[src/div_pkg.sv]
package div_pkg;

    localparam int XLEN = 64;
    localparam int WLEN = 32;

    // quotient bits per op width.
    localparam int ITER64 = 64;
    localparam int ITER32 = 32;

    // accept edge to first done-high edge.
    localparam int LAT64 = ITER64 + 2;
    localparam int LAT32 = ITER32 + 2;

    typedef logic [XLEN-1:0]   xlen_t;
    typedef logic [WLEN-1:0]   word_t;
    typedef logic [2*XLEN-1:0] acc_t;  // partial remainder and quotient.
    typedef logic [6:0]        cnt_t;

    typedef enum logic [2:0] {
        OP_DIV, OP_DIVU, OP_REM, OP_REMU,
        OP_DIVW, OP_DIVUW, OP_REMW, OP_REMUW
    } div_op_t;

    typedef struct packed {
        div_op_t op;
        xlen_t   dividend;
        xlen_t   divisor;
    } div_req_t;

    typedef struct packed {
        xlen_t dividend_mag;
        xlen_t divisor_mag;
        logic  is_word;
    } core_in_t;

    typedef struct packed {
        xlen_t quotient_mag;
        xlen_t remainder_mag;
    } core_out_t;

    typedef struct packed {
        logic  is_word;
        logic  want_rem;
        logic  neg_quot;
        logic  neg_rem;
        logic  div_zero;
        logic  overflow;
        xlen_t orig_dividend;  // zero-extended for word ops.
    } div_meta_t;

endpackage

[src/div_prep.sv]
`timescale 1ns/1ns

module div_prep (
    input  logic                clk,
    input  logic                rst,
    input  logic                valid_in,
    input  div_pkg::div_req_t   req,
    input  logic                done,
    output logic                busy,
    output logic                start,
    output div_pkg::core_in_t   core_in,
    output div_pkg::div_meta_t  meta
);
    import div_pkg::*;

    logic  is_word;
    logic  is_signed;
    logic  want_rem;
    logic  busy_q;
    logic  accept;
    word_t dvd_w;
    word_t dvs_w;
    word_t dvd_neg_w;
    word_t dvs_neg_w;
    xlen_t dvd_neg;
    xlen_t dvs_neg;
    logic  dvd_sign;
    logic  dvs_sign;
    xlen_t dvd_mag;
    xlen_t dvs_mag;
    xlen_t dvd_trunc;
    logic  dvs_zero;
    logic  min_by_neg1;

    always_comb begin
        is_word   = 1'b0;
        is_signed = 1'b0;
        want_rem  = 1'b0;
        case (req.op)
            OP_DIV:   is_signed = 1'b1;
            OP_DIVU:  ;
            OP_REM:   {is_signed, want_rem} = 2'b11;
            OP_REMU:  want_rem = 1'b1;
            OP_DIVW:  {is_word, is_signed} = 2'b11;
            OP_DIVUW: is_word = 1'b1;
            OP_REMW:  {is_word, is_signed, want_rem} = 3'b111;
            OP_REMUW: {is_word, want_rem} = 2'b11;
        endcase
    end

    assign dvd_w     = req.dividend[WLEN-1:0];
    assign dvs_w     = req.divisor[WLEN-1:0];
    assign dvd_neg_w = -dvd_w;
    assign dvs_neg_w = -dvs_w;
    assign dvd_neg   = -req.dividend;
    assign dvs_neg   = -req.divisor;

    always_comb begin
        if (is_word) begin
            dvd_sign    = is_signed & dvd_w[WLEN-1];
            dvs_sign    = is_signed & dvs_w[WLEN-1];
            dvd_mag     = {{(XLEN-WLEN){1'b0}}, dvd_sign ? dvd_neg_w : dvd_w};
            dvs_mag     = {{(XLEN-WLEN){1'b0}}, dvs_sign ? dvs_neg_w : dvs_w};
            dvd_trunc   = {{(XLEN-WLEN){1'b0}}, dvd_w};
            dvs_zero    = (dvs_w == '0);
            min_by_neg1 = (dvd_w == {1'b1, {(WLEN-1){1'b0}}}) && (dvs_w == '1);
        end else begin
            dvd_sign    = is_signed & req.dividend[XLEN-1];
            dvs_sign    = is_signed & req.divisor[XLEN-1];
            dvd_mag     = dvd_sign ? dvd_neg : req.dividend;
            dvs_mag     = dvs_sign ? dvs_neg : req.divisor;
            dvd_trunc   = req.dividend;
            dvs_zero    = (req.divisor == '0);
            min_by_neg1 = (req.dividend == {1'b1, {(XLEN-1){1'b0}}}) && (req.divisor == '1);
        end
    end

    assign accept = valid_in & ~busy;
    assign busy   = busy_q & ~done;  // free again in the done cycle.

    always_ff @(posedge clk or posedge rst) begin
        if (rst) begin
            busy_q <= 1'b0;
            start  <= 1'b0;
        end else begin
            start <= accept;
            if (accept)
                busy_q <= 1'b1;
            else if (done)
                busy_q <= 1'b0;
        end
    end

    always_ff @(posedge clk) begin
        if (accept) begin
            core_in.dividend_mag <= dvd_mag;
            core_in.divisor_mag  <= dvs_mag;
            core_in.is_word      <= is_word;
            meta.is_word         <= is_word;
            meta.want_rem        <= want_rem;
            meta.neg_quot        <= dvd_sign ^ dvs_sign;
            meta.neg_rem         <= dvd_sign;
            meta.div_zero        <= dvs_zero;
            meta.overflow        <= is_signed & min_by_neg1;
            meta.orig_dividend   <= dvd_trunc;
        end
    end

endmodule

[src/div_core.sv]
`timescale 1ns/1ns

module div_core (
    input  logic                clk,
    input  logic                rst,
    input  logic                start,
    input  div_pkg::core_in_t   core_in,
    output logic                core_done,
    output div_pkg::core_out_t  core_out
);
    import div_pkg::*;

    typedef enum logic {
        IDLE,
        RUN
    } core_state_t;

    core_state_t   state;
    cnt_t          cnt;
    acc_t          acc;
    acc_t          acc_shift;
    acc_t          acc_next;
    xlen_t         divisor;
    logic [XLEN:0] trial;
    logic          last;

    assign acc_shift = {acc[2*XLEN-2:0], 1'b0};
    assign trial     = {1'b0, acc_shift[2*XLEN-1:XLEN]} - {1'b0, divisor};
    assign last      = (cnt == cnt_t'(1));

    // keep the difference and shift in a one when nothing borrows.
    always_comb begin
        if (!trial[XLEN])
            acc_next = {trial[XLEN-1:0], acc_shift[XLEN-1:1], 1'b1};
        else
            acc_next = acc_shift;
    end

    always_ff @(posedge clk or posedge rst) begin
        if (rst) begin
            state     <= IDLE;
            cnt       <= '0;
            core_done <= 1'b0;
        end else begin
            core_done <= 1'b0;
            case (state)
                IDLE: begin
                    if (start) begin
                        state <= RUN;
                        cnt   <= core_in.is_word ? cnt_t'(ITER32) : cnt_t'(ITER64);
                    end
                end
                RUN: begin
                    cnt <= cnt - cnt_t'(1);
                    if (last) begin
                        state     <= IDLE;
                        core_done <= 1'b1;
                    end
                end
                default: state <= IDLE;
            endcase
        end
    end

    // word dividend sits at the top of the low half so 32 shifts suffice.
    always_ff @(posedge clk) begin
        if (state == IDLE && start) begin
            if (core_in.is_word) begin
                acc     <= {{XLEN{1'b0}}, core_in.dividend_mag[WLEN-1:0], {WLEN{1'b0}}};
                divisor <= {{(XLEN-WLEN){1'b0}}, core_in.divisor_mag[WLEN-1:0]};
            end else begin
                acc     <= {{XLEN{1'b0}}, core_in.dividend_mag};
                divisor <= core_in.divisor_mag;
            end
        end else if (state == RUN) begin
            acc <= acc_next;
            if (last) begin
                core_out.quotient_mag  <= acc_next[XLEN-1:0];
                core_out.remainder_mag <= acc_next[2*XLEN-1:XLEN];
            end
        end
    end

endmodule

[src/div_post.sv]
`timescale 1ns/1ns

module div_post (
    input  logic                clk,
    input  logic                rst,
    input  logic                core_done,
    input  div_pkg::core_out_t  core_out,
    input  div_pkg::div_meta_t  meta,
    output logic                done,
    output div_pkg::xlen_t      result
);
    import div_pkg::*;

    xlen_t quot;
    xlen_t rem;
    xlen_t sel;
    word_t sel_w;
    xlen_t res_next;

    always_comb begin
        quot = meta.neg_quot ? -core_out.quotient_mag : core_out.quotient_mag;
        rem  = meta.neg_rem ? -core_out.remainder_mag : core_out.remainder_mag;

        // architectural answers override the iterated ones.
        if (meta.div_zero) begin
            quot = '1;
            rem  = meta.orig_dividend;
        end else if (meta.overflow) begin
            quot = meta.orig_dividend;
            rem  = '0;
        end

        sel = meta.want_rem ? rem : quot;
    end

    assign sel_w = sel[WLEN-1:0];

    always_comb begin
        if (meta.is_word)
            res_next = {{(XLEN-WLEN){sel_w[WLEN-1]}}, sel_w};  // sign-extend bit 31.
        else
            res_next = sel;
    end

    always_ff @(posedge clk or posedge rst) begin
        if (rst) begin
            done   <= 1'b0;
            result <= '0;
        end else begin
            done <= core_done;
            if (core_done)
                result <= res_next;  // held until the next done.
        end
    end

endmodule

[src/div_unit.sv]
`timescale 1ns/1ns

module div_unit (
    input  logic               clk,
    input  logic               rst,
    input  logic               valid_in,
    input  div_pkg::div_req_t  req,
    output logic               busy,
    output logic               done,
    output div_pkg::xlen_t     result
);
    import div_pkg::*;

    logic      start;
    logic      core_done;
    core_in_t  core_in;
    core_out_t core_out;
    div_meta_t meta;

    div_prep u_prep (
        .clk      (clk),
        .rst      (rst),
        .valid_in (valid_in),
        .req      (req),
        .done     (done),
        .busy     (busy),
        .start    (start),
        .core_in  (core_in),
        .meta     (meta)
    );

    div_core u_core (
        .clk       (clk),
        .rst       (rst),
        .start     (start),
        .core_in   (core_in),
        .core_done (core_done),
        .core_out  (core_out)
    );

    // done loops back to prep to release busy.
    div_post u_post (
        .clk       (clk),
        .rst       (rst),
        .core_done (core_done),
        .core_out  (core_out),
        .meta      (meta),
        .done      (done),
        .result    (result)
    );

endmodule

[config.mk]
export PLATFORM = sky130hd
export DESIGN_NAME = div_unit
export DESIGN_NICKNAME = d
export VERILOG_FILES = /design/src/div_pkg.sv /design/src/div_prep.sv /design/src/div_core.sv /design/src/div_post.sv /design/src/div_unit.sv
export SDC_FILE = /design/constraint.sdc
export NUM_CORES = 1
export LEC_CHECK = 0
export BUFFER_PORTS_ARGS = -buffer_cell sky130_fd_sc_hd__buf_2
export CAP_MARGIN = 10
export CORE_AREA = 8 8 251 314
export CTS_CLUSTER_SIZE = 20
export DETAILED_ROUTE_END_ITERATION = 8
export DIE_AREA = 0 0 259 322
export GPL_ROUTABILITY_DRIVEN = 1
export GPL_TIMING_DRIVEN = 0
export PLACE_DENSITY = 0.59
export SLEW_MARGIN = 20
export SYNTH_ARGS = -nofsm -noshare
export SYNTH_HDL_FRONTEND = slang
export SYNTH_SLANG_ARGS = --single-unit
[constraint.sdc]
create_clock -name clk -period 7.7 [get_ports clk]
set_input_delay 1.54 -clock clk [delete_from_list [all_inputs] [get_ports clk]]
set_output_delay 1.54 -clock clk [all_outputs]
set_load 0.1 [all_outputs]
==> results by group <==
Status
  – Run status: finished, final reports clean

Yosys
  – Post-Syn Nets: 3266
  – Sequential fraction of the synthesis area: around 53%
  – Yosys top cell area share: a little under half
  – Synth area leaders: edfxtp_1 (47%), dfrtp_1 (5.8%), xor2_1 (4.0%), xnor2_1 (3.9%), a21oi_1 (3.4%)
  – Register bit total from synthesis: between 500 and 600
  – Area leader, netlist: edfxtp_1
  – Library cells used by synthesis: 86
  – Post-synth ARST share: between 10 and 15%
  – Cell area after synthesis: ~0.033 sq mm
  – Synth Instances: 3060
  – Synth warn: 0
  – Number of synthesized flops with an enable pin: just over 500
  – Ys flop type: edfxtp_1
  – Average size of a mapped cell: around 11 sq um

Cells and area
  – Fin util: approximately half
  – Layout cell share with drive strength beyond 1: a little under an eighth
  – Most common cell after layout, fill and taps aside: edfxtp_1
  – Final instance count without filler cells: roughly 4300
  – Post-layout nets: 3530
  – Fillers: 6687
  – P&R area growth vs syn: 13.1%
  – Final Cell Area: around 0.037 sq mm
  – Most frequent cells in the layout: edfxtp_1 (516), nand2_1 (257), nor2_1 (226)

Timing
  – Setup TNS: 0 ns
  – Setup ws final: between 2 and 2.5 ns
  – Max-slew violations: 0
  – FMAX: between 150 and 200 MHz
  – Min Hold Slack: around 0.42 ns
  – Fin Clk Skew: 0.0421 ns
  – Worst-margin pin slew: between 1 and 1.5 ns
  – Slew margin rel.: roughly a quarter
  – Final Hold Viols: 0
  – Final worst-path cycle share: 71.9%
  – RSZ-0062 raised after global routing: false
  – Crit path time final: roughly 5.5 ns
  – Final setup vio count: 0

Critical path
  – Critical path class: input pin to flip-flop
  – CP Cell Sequence: buf_2 -> or4_1 -> nor3_1 -> nand3_1 -> nor2_1 -> nand4_1 -> nor4_2 -> nand4_1 -> o21ai_0 -> and3_1
  – Crit path max-delay family: simple AND/OR/NAND/NOR gates
  – Crit path DAT: about 6 ns
  – Max FO, Critical Path: 6
  – Setup crit start kind: input pin
  – CP Data Required Time: around 8.2 ns
  – Slowest cell on crit path: o21ai_0
  – Most used cell, CP: nand4_1
  – CP Buf/Inv Count: 1
  – Slowest stage delay, CP: approximately 0.79 ns
  – Crit end category: flip-flop

Floorplanning
  – Core Area: approximately 0.074 sq mm
  – IO Pins: 200
  – Initial Util: between 40% and 50%
  – Die ar.: 0.0834 sq mm
  – Die width: approximately 260 microns
  – Rows: between 100 and 150
  – Die H: approximately 320 microns

Drt
  – DR DRC count: 0
  – Via Count: approximately 25000
  – Pre-antenna DRT Iters: 5
  – Routed Antenna Nets: 0
  – Wire per inst: 25.8 microns
  – Drt total wl: approximately 110000 microns
  – Vias/cell: about 5.8
  – Initial drt markers: around 2300

GRT
  – Initial antenna violation count: 3
  – Number of global-route vias before repair: 25200
  – Global-route wire length before repair: between 150000 and 200000 microns
  – All-layer global routing usage: roughly a quarter
  – Grt ovf: 0
  – Largest net degree at the start of global routing: 72

Clock network
  – Post-CTS sizing: 0
  – H-Tree Depth: 2
  – CTS tree: yes
  – CTS buffer count: between 50 and 60
  – Post-CTS Setup Bufs: 0
  – Clock tree buffer depth: 3
  – Hold-fix buffers, CTS: 0
  – Clock slew at reported path FFs: around 0.07 ns
  – Clk_lat worst skew: about 0.67 ns
  – CTS sink count: between 500 and 600
  – CTS Root Cell: clkbuf_16

Hold path
  – Hold Path Class: flip-flop to flip-flop

Placement
  – Placement Setup Slack: between 1 and 1.5 ns
  – Dpl cell area: around 0.035 sq mm
  – Post-DP HPWL: 87600 microns
  – Placed cell count: 4233
  – GPL Wtd Cong: roughly 0.94
  – Port Buffer Count: slightly below 200

Power and ir drop
  – Power per cell area: about 180 mW/mm^2
  – Leakage: between 10 and 15 nW
  – Max VDD drop: ~210 uV
  – Total Power: roughly 6.6 mW

Flow run
  – Max cap viols: 0
[flip-flops by register name, indices dropped and copies added, names as in the netlist, 7 cells and up]
name / count
u_core.core_out: 128
u_post.result: 64
u_core.divisor: 64
u_prep.meta: 69
u_core.acc: 127
u_core.cnt: 7
u_prep.core_in: 128
[metal layers]
metal | vias up | wire (microns) | global-route usage (%)
met1 | 12200 | 44500 | 32.1
met3 | 228 | 7080 | 3.66
met4 | 2 | 6180 | 13.0
met2 | 1051 | 54000 | 44.7
li1 | 11800 | - | -
met5 | - | 18 | 0
[where the power goes]
group / internal [mW] / switching (mW) / total, mW
registers: 3.47 / 0 / 3.47
logic: 0.0891 / 0.155 / 0.244
clock network: 1.60 / 1.28 / 2.88
[layout make-up]
class / count / area [sq um] / area share (%)
Antenna cell: 1 / 2.50 / 0.00674
Buffer: 168 / 684 / 1.84
Clock buffer: 72 / 1510 / 4.08
Clock inverter: 34 / 360 / 0.970
Inverter: 116 / 450 / 1.21
Multi-Input combinational cell: 2184 / 14300 / 38.6
Sequential cell: 592 / 17400 / 46.8
Tap cell: 969 / 1210 / 3.26
Timing Repair Buffer: 204 / 1180 / 3.17
[cells in the mapped netlist, types with 28 or more instances]
master    number
mux2_4        40
or3_1         42
nand4_1       45
nor3_1        52
edfxtp_1     516
o22ai_1       39
o21ai_0      202
nand2b_1      54
xor2_1       149
dfrtp_1       76
a21o_1        45
a21oi_1      220
ha_1          71
nor2b_1       79
nand2_1      257
a222oi_1      28
o31ai_1       62
nor2_1       226
xnor2_1      145
mux2i_1       36
and2_1        69
inv_1        113
clkbuf_1     139
[worst register-to-register path, stage by stage, from the launching register on]
cell,delay [ns]
edfxtp_1,0.42
inv_1,0.07
ha_1,0.21
fa_1,0.40
nor2b_1,0.13
o21ai_1,0.09
a21oi_1,0.25
o21ai_0,0.31
a211oi_2,0.33
nor3_2,0.14
o41ai_4,0.54
a31oi_2,0.24
o21a_2,0.38
inv_2,0.11
buf_6,0.18
buf_2,0.33
buf_2,0.37
a211oi_1,0.14
[logic make-up after synthesis]
family / after synthesis / share of synthesized area [%]
simple gates: 947 / 14.5
compound gates: 778 / 15.1
flops: 592 / 53.0
xor+xnor: 294 / 7.84
buf+inv: 284 / 3.40
mux: 93 / 3.51
fa+ha+maj: 72 / 2.76
[worst paths after layout]
kind | startpoint | endpoint | slack, ns | cells past startpoint
max | req[81] | u_prep.meta[64] | 2.17 | 10
min | u_prep.core_in[31] | u_core.divisor[30] | 0.42 | 0
max reg2reg | u_core.acc[63] | u_core.acc[68] | 2.76 | 17
min reg2reg | u_prep.core_in[31] | u_core.divisor[30] | 0.42 | 0
max in group asynchronous | rst | u_post.result[45] | 6.16 | 3
min in group asynchronous | rst | u_post.result[3] | 0.88 | 2
Note: power is estimated with default switching activity, not from simulation.
